==> src/source/rf_defs.svh <==
// Register file sizing.
// Word width, register count and port counts shared by every block of the core.

`ifndef RF_DEFS_SVH
`define RF_DEFS_SVH

// Width of one register and of every datapath word.
`define RF_DATA_W 16

// Number of architectural registers.
`define RF_REGS 16

// Register address width.
`define RF_ADDR_W 4

// Two operand reads plus the debug read.
`define RF_RD_PORTS 3

// Writeback from the execute unit plus the external load.
`define RF_WR_PORTS 2

`endif

==> src/source/isa_pkg.sv <==
// Instruction set definitions.
// Opcodes and the two 16-bit instruction formats, overlaid as one packed union.

`include "rf_defs.svh"

package isa_pkg;

   localparam int unsigned IMM_W = 8;

   // Codes 7 to 15 are no-ops and produce no result.
   typedef enum logic [3:0]
   {
      OP_ADD  = 4'h0,
      OP_SUB  = 4'h1,
      OP_AND  = 4'h2,
      OP_OR   = 4'h3,
      OP_XOR  = 4'h4,
      OP_ADDI = 4'h5,
      OP_LI   = 4'h6
   } opcode_e;

   typedef struct packed
   {
      opcode_e                opcode;
      logic [`RF_ADDR_W-1:0]  rd;
      logic [`RF_ADDR_W-1:0]  rs1;
      logic [`RF_ADDR_W-1:0]  rs2;
   } r_fmt_t;

   typedef struct packed
   {
      opcode_e                opcode;
      logic [`RF_ADDR_W-1:0]  rd;
      logic [IMM_W-1:0]       imm;
   } i_fmt_t;

   // The opcode and rd fields sit at the same bits in both views.
   typedef union packed
   {
      r_fmt_t r_fmt;
      i_fmt_t i_fmt;
   } instr_u;

endpackage

==> src/source/exec_pkg.sv <==
// Execute stage types and helpers.
// The writeback request and the ALU functions used by the execute unit.

`include "rf_defs.svh"

package exec_pkg;

   typedef struct packed
   {
      logic                   v;
      logic [`RF_ADDR_W-1:0]  addr;
      logic [`RF_DATA_W-1:0]  data;
   } wb_req_t;

   // True for every opcode that writes a register.
   function automatic logic has_result(isa_pkg::opcode_e op);
      case (op)
         isa_pkg::OP_ADD,
         isa_pkg::OP_SUB,
         isa_pkg::OP_AND,
         isa_pkg::OP_OR,
         isa_pkg::OP_XOR,
         isa_pkg::OP_ADDI,
         isa_pkg::OP_LI:  return 1'b1;
         default:         return 1'b0;
      endcase
   endfunction

   function automatic logic [`RF_DATA_W-1:0] sext_imm(logic [isa_pkg::IMM_W-1:0] imm);
      return {{(`RF_DATA_W - isa_pkg::IMM_W){imm[isa_pkg::IMM_W-1]}}, imm};
   endfunction

   function automatic logic [`RF_DATA_W-1:0] zext_imm(logic [isa_pkg::IMM_W-1:0] imm);
      return {{(`RF_DATA_W - isa_pkg::IMM_W){1'b0}}, imm};
   endfunction

   // The immediate forms arrive with the extended immediate already on b.
   function automatic logic [`RF_DATA_W-1:0] alu_result(isa_pkg::opcode_e op,
                                                        logic [`RF_DATA_W-1:0] a,
                                                        logic [`RF_DATA_W-1:0] b);
      case (op)
         isa_pkg::OP_ADD,
         isa_pkg::OP_ADDI: return a + b;
         isa_pkg::OP_SUB:  return a - b;
         isa_pkg::OP_AND:  return a & b;
         isa_pkg::OP_OR:   return a | b;
         isa_pkg::OP_XOR:  return a ^ b;
         isa_pkg::OP_LI:   return b;
         default:          return '0;
      endcase
   endfunction

endpackage

==> src/source/rf_read_if.sv <==
// Operand read interface.
// Two asynchronous read ports, a and b, from the execute unit to the register file.

`include "rf_defs.svh"

interface rf_read_if;

   logic                   a_v;
   logic [`RF_ADDR_W-1:0]  a_addr;
   logic [`RF_DATA_W-1:0]  a_data;

   logic                   b_v;
   logic [`RF_ADDR_W-1:0]  b_addr;
   logic [`RF_DATA_W-1:0]  b_data;

   // The requester drives valids and addresses and gets data back in the same cycle.
   modport requester
   (
      output a_v, a_addr, b_v, b_addr,
      input  a_data, b_data
   );

   modport responder
   (
      input  a_v, a_addr, b_v, b_addr,
      output a_data, b_data
   );

endinterface

==> src/source/reg_mem_multiport.sv <==
// Multiport RAM.
// N asynchronous read ports and M synchronous write ports over one storage array.
// Writes are applied in port order, so a higher port overrides a lower one.

module reg_mem_multiport
#(
   parameter int unsigned width_p                 = 16,
   parameter int unsigned els_p                   = 16,
   parameter int unsigned read_ports_p            = 2,
   parameter int unsigned write_ports_p           = 1,
   parameter bit          write_write_same_addr_p = 1'b0,
   localparam int unsigned addr_width_lp          = (els_p > 1) ? $clog2(els_p) : 1
)
(
   input  logic                                       w_clk_i,
   input  logic                                       rst_i,

   input  logic [write_ports_p-1:0]                   w_v_i,
   input  logic [write_ports_p-1:0][addr_width_lp-1:0] w_addr_i,
   input  logic [write_ports_p-1:0][width_p-1:0]      w_data_i,

   input  logic [read_ports_p-1:0]                    r_v_i,
   input  logic [read_ports_p-1:0][addr_width_lp-1:0] r_addr_i,
   output logic [read_ports_p-1:0][width_p-1:0]       r_data_o
);

   logic [width_p-1:0]       mem [els_p];
   logic [write_ports_p-1:0] w_en;

   // Every read port returns its entry whatever its read valid says.
   for (genvar i = 0; i < read_ports_p; i++)
   begin : g_rd
      assign r_data_o[i] = mem[r_addr_i[i]];
   end

   // When same-address writes are not allowed, a colliding write is dropped on
   // every port involved instead of leaving the entry to port order.
   always_comb
   begin
      for (int i = 0; i < write_ports_p; i++)
      begin
         w_en[i] = w_v_i[i] & ~rst_i;
      end
      if (!write_write_same_addr_p)
      begin
         for (int i = 0; i < write_ports_p; i++)
         begin
            for (int j = 0; j < write_ports_p; j++)
            begin
               if ((i != j) && w_v_i[i] && w_v_i[j] && (w_addr_i[i] == w_addr_i[j]))
               begin
                  w_en[i] = 1'b0;
               end
            end
         end
      end
   end

   always_ff @(posedge w_clk_i)
   begin
      for (int i = 0; i < write_ports_p; i++)
      begin
         if (w_en[i])
         begin
            mem[w_addr_i[i]] <= w_data_i[i];
         end
      end
   end

endmodule

==> src/source/exec_unit.sv <==
// Execute unit.
// Decodes one instruction per cycle, reads two operands with writeback forwarding,
// runs the ALU and holds the result in a one-entry writeback register.

`include "rf_defs.svh"

module exec_unit
(
   input  logic              w_clk_i,
   input  logic              rst_i,

   input  logic              instr_v_i,
   input  isa_pkg::instr_u   instr_i,

   rf_read_if.requester      rd_if,

   output exec_pkg::wb_req_t wb_o
);

   isa_pkg::opcode_e             op;
   logic                         imm_form;
   logic [`RF_ADDR_W-1:0]        dst_addr;
   logic [`RF_ADDR_W-1:0]        src_a_addr;
   logic [`RF_ADDR_W-1:0]        src_b_addr;
   logic [isa_pkg::IMM_W-1:0]    imm;

   logic                         fwd_a;
   logic                         fwd_b;
   logic [`RF_DATA_W-1:0]        opnd_a;
   logic [`RF_DATA_W-1:0]        opnd_b_reg;
   logic [`RF_DATA_W-1:0]        opnd_b;
   logic [`RF_DATA_W-1:0]        result;
   logic                         result_v;

   logic                         wb_v_q;
   logic [`RF_ADDR_W-1:0]        wb_addr_q;
   logic [`RF_DATA_W-1:0]        wb_data_q;

   // Opcode and rd overlap in both formats, so either view gives the same bits.
   assign op       = instr_i.r_fmt.opcode;
   assign dst_addr = instr_i.r_fmt.rd;
   assign imm      = instr_i.i_fmt.imm;

   always_comb
   begin
      case (op)
         isa_pkg::OP_ADDI,
         isa_pkg::OP_LI: imm_form = 1'b1;
         default:        imm_form = 1'b0;
      endcase
   end

   // ADDI reads its own destination as the first source.
   assign src_a_addr = imm_form ? instr_i.i_fmt.rd : instr_i.r_fmt.rs1;
   assign src_b_addr = instr_i.r_fmt.rs2;

   assign rd_if.a_v    = instr_v_i;
   assign rd_if.a_addr = src_a_addr;
   assign rd_if.b_v    = instr_v_i & ~imm_form;
   assign rd_if.b_addr = src_b_addr;

   // The pending writeback is the newest value of its register until the
   // clock edge that commits it, so it takes precedence over the array.
   assign fwd_a = wb_v_q && (wb_addr_q == src_a_addr);
   assign fwd_b = wb_v_q && (wb_addr_q == src_b_addr);

   assign opnd_a     = fwd_a ? wb_data_q : rd_if.a_data;
   assign opnd_b_reg = fwd_b ? wb_data_q : rd_if.b_data;

   always_comb
   begin
      case (op)
         isa_pkg::OP_ADDI: opnd_b = exec_pkg::sext_imm(imm);
         isa_pkg::OP_LI:   opnd_b = exec_pkg::zext_imm(imm);
         default:          opnd_b = opnd_b_reg;
      endcase
   end

   assign result   = exec_pkg::alu_result(op, opnd_a, opnd_b);
   assign result_v = instr_v_i & exec_pkg::has_result(op);

   always_ff @(posedge w_clk_i)
   begin
      if (rst_i)
      begin
         wb_v_q <= 1'b0;
      end
      else
      begin
         wb_v_q <= result_v;
      end
   end

   always_ff @(posedge w_clk_i)
   begin
      if (result_v)
      begin
         wb_addr_q <= dst_addr;
         wb_data_q <= result;
      end
   end

   assign wb_o.v    = wb_v_q;
   assign wb_o.addr = wb_addr_q;
   assign wb_o.data = wb_data_q;

endmodule

==> src/source/regfile_core_top.sv <==
// Register file core.
// Connects the execute unit to a 3-read, 2-write register file. Port 0 takes
// writeback, port 1 the external load, and read port 2 serves debug.

`include "rf_defs.svh"

module regfile_core_top
(
   input  logic                                w_clk_i,
   input  logic                                rst_i,

   input  logic                                instr_v_i,
   input  logic [$bits(isa_pkg::instr_u)-1:0]  instr_i,

   input  logic                                load_v_i,
   input  logic [`RF_ADDR_W-1:0]               load_addr_i,
   input  logic [`RF_DATA_W-1:0]               load_data_i,

   input  logic [`RF_ADDR_W-1:0]               dbg_addr_i,
   output logic [`RF_DATA_W-1:0]               dbg_data_o,

   output logic                                result_v_o,
   output logic [`RF_ADDR_W-1:0]               result_addr_o,
   output logic [`RF_DATA_W-1:0]               result_data_o
);

   isa_pkg::instr_u     instr;
   exec_pkg::wb_req_t   wb;

   logic [`RF_WR_PORTS-1:0]                   w_v;
   logic [`RF_WR_PORTS-1:0][`RF_ADDR_W-1:0]   w_addr;
   logic [`RF_WR_PORTS-1:0][`RF_DATA_W-1:0]   w_data;
   logic [`RF_RD_PORTS-1:0]                   r_v;
   logic [`RF_RD_PORTS-1:0][`RF_ADDR_W-1:0]   r_addr;
   logic [`RF_RD_PORTS-1:0][`RF_DATA_W-1:0]   r_data;

   rf_read_if rd_if ();

   assign instr = isa_pkg::instr_u'(instr_i);

   exec_unit i_exec
   (
      .w_clk_i   (w_clk_i),
      .rst_i     (rst_i),
      .instr_v_i (instr_v_i),
      .instr_i   (instr),
      .rd_if     (rd_if.requester),
      .wb_o      (wb)
   );

   // The load sits on the higher port so it beats writeback to the same register.
   assign w_v    = {load_v_i, wb.v};
   assign w_addr = {load_addr_i, wb.addr};
   assign w_data = {load_data_i, wb.data};

   // Responder side of the operand interface maps onto read ports 0 and 1.
   assign r_v    = {1'b1, rd_if.b_v, rd_if.a_v};
   assign r_addr = {dbg_addr_i, rd_if.b_addr, rd_if.a_addr};

   assign rd_if.a_data = r_data[0];
   assign rd_if.b_data = r_data[1];
   assign dbg_data_o   = r_data[2];

   reg_mem_multiport
   #(
      .width_p                 (`RF_DATA_W),
      .els_p                   (`RF_REGS),
      .read_ports_p            (`RF_RD_PORTS),
      .write_ports_p           (`RF_WR_PORTS),
      .write_write_same_addr_p (1'b1)
   )
   i_rf
   (
      .w_clk_i  (w_clk_i),
      .rst_i    (rst_i),
      .w_v_i    (w_v),
      .w_addr_i (w_addr),
      .w_data_i (w_data),
      .r_v_i    (r_v),
      .r_addr_i (r_addr),
      .r_data_o (r_data)
   );

   assign result_v_o    = wb.v;
   assign result_addr_o = wb.addr;
   assign result_data_o = wb.data;

endmodule

==> config.mk <==
export PLATFORM = sky130hd
export DESIGN_NAME = regfile_core_top
export DESIGN_NICKNAME = d
export VERILOG_FILES = /design/src/source/isa_pkg.sv /design/src/source/exec_pkg.sv /design/src/source/rf_read_if.sv /design/src/source/reg_mem_multiport.sv /design/src/source/exec_unit.sv /design/src/source/regfile_core_top.sv
export VERILOG_INCLUDE_DIRS = /design/src /design/src/source
export SDC_FILE = /design/constraint.sdc
export NUM_CORES = 1
export LEC_CHECK = 0
export BUFFER_PORTS_ARGS = -buffer_cell sky130_fd_sc_hd__buf_2
export CAP_MARGIN = 20
export CORE_ASPECT_RATIO = 1.5
export CORE_MARGIN = 8
export CORE_UTILIZATION = 57
export DETAILED_ROUTE_END_ITERATION = 12
export PLACE_DENSITY = 0.85
export SYNTH_ARGS = -nofsm -noshare
export SYNTH_HDL_FRONTEND = slang
export SYNTH_HIERARCHICAL = 1
export SYNTH_SLANG_ARGS = --single-unit
==> constraint.sdc <==
create_clock -name w_clk_i -period 17.6 [get_ports w_clk_i]
set_clock_uncertainty 0.1 [all_clocks]
set_input_delay 1.76 -clock w_clk_i [delete_from_list [all_inputs] [get_ports w_clk_i]]
set_output_delay 1.76 -clock w_clk_i [all_outputs]
set_load 0.005 [all_outputs]
* Word level (Yosys, flattened, before mapping)
Memories as Yosys holds them, arrays and structs flattened.
Cells that the tools add are included.
** Word-level totals
- Register bits after elaboration :: 21
- RAM bits :: 256
- Input bits :: 44
- Output and inout bits :: 37
- Word-level logic and storage cells :: 38
- Memories kept :: 1
** Memories
- i_rf.mem :: depth 16, bits a word 16, read ports 3, clocked after Yosys merged registers in 0, write ports 2, line reg_mem_multiport.sv:27 : logic [width_p-1:0] mem [els_p];
** Cells by class
- Add/subtract/negate cells :: 2
- Eq/ne operators :: 8
- Mux-type cells :: 11
- Bitwise logic cells :: 7
- Reduce and logical (&&, ||, !) cells :: 6
** Operators by type and width (count)
- 16-bit one-hot mux with 6 select lines :: 1
- 16-bit 2-to-1 mux :: 2
- 16-bit one-hot mux with 2 select lines :: 1
- 16-bit adder :: 1
- 16-bit AND :: 1
- 16-bit bitwise OR :: 1
- 16-bit subtractor :: 1
- 16-bit XOR :: 1
- 4-bit by 3-bit equality test with 1-bit output, second input constant :: 3
- 4-bit by 2-bit equality test with 1-bit output, second input constant :: 2
- 4-bit equality test :: 2
- 7-bit OR reduction :: 1
- 1-bit 2-to-1 mux :: 6
- 4-bit by 1-bit equality test with 1-bit output, second input constant :: 1
- 4-bit zero test :: 1
- 4-bit 2-to-1 mux :: 1
- 2-bit OR reduction :: 2
- 1-bit AND :: 3
- 1-bit logical AND :: 2
- 1-bit NOT :: 1

* Logic depth before layout (Yosys ltp)
- Depth in word-level cells :: 9
- Gate-level depth with buffers :: 26
- Depth with buffers taken out :: 21

* Cells and area by module
Netlist, hierarchy kept.
** Modules (own cells, without submodules)
- reg_mem_multiport :: times used 1, cells an instance 1024, area an instance 16895.0 µm², seq. area each 7687.4 µm²
- exec_unit :: times used 1, cells an instance 407, area an instance 3334.4 µm², seq. area each 620.6 µm²
- regfile_core_top :: times used 1, cells an instance 1, area an instance 3.8 µm², seq. area each 0.0 µm²

* Worst setup path after synthesis
No wires, ideal clock.
- Kind :: input-to-reg
- Start :: input instr_i[13] (netlist bit)
- End :: register i_exec.wb_data_q[15], data pin
- Setup time :: 0.266 ns
- Data arrival time :: 6.397 ns
- Data required time :: 17.234 ns
- Path slack :: 10.837 ns
- Stages :: 26
- Buffers on the path :: 6
- Path through :: buf_4 -> xor2_1 -> and2_1 -> buf_2 -> clkbuf_1 -> clkbuf_1 -> nand2_1 -> o21ai_0 -> clkbuf_2 -> clkbuf_1 -> mux4_2 -> a22oi_1 -> nand2_1 -> mux2i_1 -> inv_1 -> ha_1 -> or2_2 -> a21oi_1 -> a31oi_1 -> or4_1 -> a31oi_1 -> nor2b_1 -> o21ai_0 -> a21oi_1 -> xnor2_1 -> o21ai_1
** RTL lines
- from (decl) :: line regfile_core_top.sv:13 : input logic [$bits(isa_pkg::instr_u)-1:0] instr_i,
- to (signal assigned) :: line exec_unit.sv:99 : wb_data_q <= result;
- to (decl) :: line exec_unit.sv:37 : logic [`RF_DATA_W-1:0] wb_data_q;

==> summary.md <==
| Metric | Value |
|---|---|
| Run status | finished clean |
| # rows | 84 |
| Initial DRC count | 1,930 |
| Area grow syn2layout | 8.91% |
| Post-DP HPWL | 41,000 um |
| Switching portion of total power | 0.279 |
| Clock Tree Root | clkbuf_16 |
| Largest net degree at the start of global routing | 65 |
| Crit path from | instr_i[12] |
| CTS HTree Levels | 1 |
| Mapped Area | 20,200 sq um |
| Vias | 14,971 |
| TritonCTS buffer count | 27 |
| Initial antenna violation count | 4 |
| Max clock buf depth | 3 |
| Worst slack, placed | 9.40 ns |
| CP Max Fanout | 45 |
| Post-DRT Antenna Nets | 0 |
| Total negative setup slack | 0 ns |
| Hold_sp | i_exec/wb_v_q |
| Maximum vdd drop | 0.0608 mV |
| Setup crit end kind | flop |
| CTS tree | yes |
| P_sw | 0.511 mW |
| Core area | 35,000 sq um |
| RSZ-0062 raised after global routing | false |
| Power per cell area | 83.3 nW/um^2 |
| Worst Tran Pin Value | 1.07 ns |
| Vias in the first global route | 15,522 |
| Int Power | 1.32 mW |
| Post-CTS Resized | 0 |
| Die ar. | 41,900 sq um |
| Clock power share | 0.364 |
| Post-CTS setup buffer count | 0 |
| DP Area | 21,000 sq um |
| Critical path's slowest cell | buf_4 |
| Endpoints failing hold | 0 |
| Max Fclk | 131 MHz |
| Worst-path clk slew | 0.07 ns |
| Setup ws final | 9.95 ns |
| Worst-skew pair later-pin latency | 0.57 ns |
| Gate Count Post-Synth | 1,429 |
| Endpoints failing setup | 0 |
| Max-Cap Viols | 0 |
| Syn Nets | 1,518 |
| DR WL/cell | 34.0 um |
| CTS sink count | 277 |
| Share of layout cells above drive strength 1 | 0.455 |
| Worst endpoint required time | 17.81 ns |
| GRT Overall Usage | 0.314 |
| Power Total | 1.83 mW |
| Fin crit period | 7.65 ns |
| DR pass1 iterations | 8 |
| Combinational share of power | 0.217 |
| Crit Path Class | in -> reg |
| Slew headroom | 0.284 |
| Final Instance Area | 22,000 sq um |
| Pleak | 7.74 nW |
| Final cycle utilization of the critical path | 0.435 |
| Final net count | 1,537 |
| Die width | 170 um |
| IO buf count | 80 |
| I/O pins | 81 |
| Fin util | 0.629 |
| Die Ht | 247 um |
| Synth Warn # | 6 |
| Syn Area/Cell | 14.1 sq um |
| Startpoint Class | primary input |
| Flop pwr share | 0.420 |
| Hold-fix buffers, CTS | 0 |
| Initial Utilization | 0.578 |
| Reg-to-reg critical path startpoint | i_exec/wb_addr_q[0] |
| Vias/cell | 7.70 |
| Worst hold path type | reg -> reg |
| Total gr overflow | 0 |
| DR DRC count | 0 |
| Slowest stage delay, CP | 0.83 ns |
| CP cell instances | buf_2 > xor2_1 > and2_1 > mux2_4 > buf_4 > mux4_2 > a22oi_1 > nand2_1 > mux2i_1 > inv_1 > ha_1 > or2_2 > a21oi_1 > a31oi_1 > or4_1 > a31oi_1 > nor2b_1 > o21ai_0 > a21oi_1 > xnor2_1 > o21ai_1 |
| Crit path DAT | 7.86 ns |
| Placer congestion estimate | 0.948 |
| Final WL | 66,100 um |
| First-pass GRT wire length | 97,300 um |
| Pins over their slew limit | 0 |
[cell type report]
| class | count | area, sq um |
|---|---|---|
| clock inverter | 22 | 328 |
| timing repair buffer | 127 | 778 |
| fill | 2419 | 13000 |
| tap | 473 | 592 |
| sequential | 277 | 8310 |
| clock buffer | 27 | 676 |
| inverter | 39 | 146 |
| multi-input combinational | 976 | 11200 |
| antenna | 4 | 10.0 |
[cells in the final DEF (no fill, tap or decap), types with 4 or more instances in the layout]
cell type and n:
and2_1 7, clkinv_2 5, buf_2 78, bufinv_16 8, mux2_4 29, o311ai_0 5
o21bai_2 6, inv_1 39, mux2_1 5, o21ai_0 17, o211a_1 6, o21ai_2 10
and3_1 8, o2111ai_1 5, buf_4 48, nand3_1 6, nand2b_1 11, mux4_2 192
nand2_1 80, nor2b_1 12, nand2_2 9, xnor2_1 21, a22oi_1 99, diode_2 4
ha_1 44, a21oi_1 21, nor3_1 11, clkbuf_16 27, mux2i_1 17, xor2_1 13
o211ai_1 6, a31oi_1 7, a221oi_1 9, mux2_2 228, nor2_1 40, edfxtp_1 276
[critical path: cells and delay by family]
kind	cells	cell delay [ns]
mux	3	1.41
simple gates	5	1.68
fa+ha+maj	1	0.34
compound gates	7	1.14
xor+xnor	2	0.39
buf+inv	3	1.13
[per-stage QoR]
step                      hold slack (ns)  instances
final                               0.958       1945
after global routing                0.966       1941
after CTS                           0.933       1940
after detailed placement            0.900       1891
after global placement              0.881       1891
after floorplan                     0.611       1429
[final timing paths]
path                                to  slack [ns]  depth (start not counted)
setup / recovery  i_exec/wb_data_q[15]        9.95                         21
hold / removal          i_rf/mem[8][1]        0.96                          2
setup reg to reg  i_exec/wb_data_q[14]       12.02                         20
hold reg to reg         i_rf/mem[8][1]        0.96                          2
[registers in the layout, summed over array words and instances (netlist names)]
name and cells:
i_exec/wb_addr_q 4, i_exec/wb_data_q 16, i_rf/mem 256, i_exec/wb_v_q 1
[power by group through the flow]
stage	Clock (mW)	Combinational (mW)	Sequential [mW]
after CTS	0.669	0.387	0.768
after detailed placement	0	0.383	0.782
final	0.668	0.397	0.770
after global placement	0	0.371	0.780
after floorplan	0	0.287	0.767
after global routing	0.694	0.423	0.770
[routing by layer]
layer | vias up | wire, um | track usage
met1 | 7320 | 19700 | 0.345
met3 | 438 | 9380 | 0.0982
met2 | 1363 | 30700 | 0.499
li1 | 5844 | - | -
met5 | - | 83 | 0.00965
met4 | 6 | 6150 | 0.250
Power figures use the tool's default switching activity.
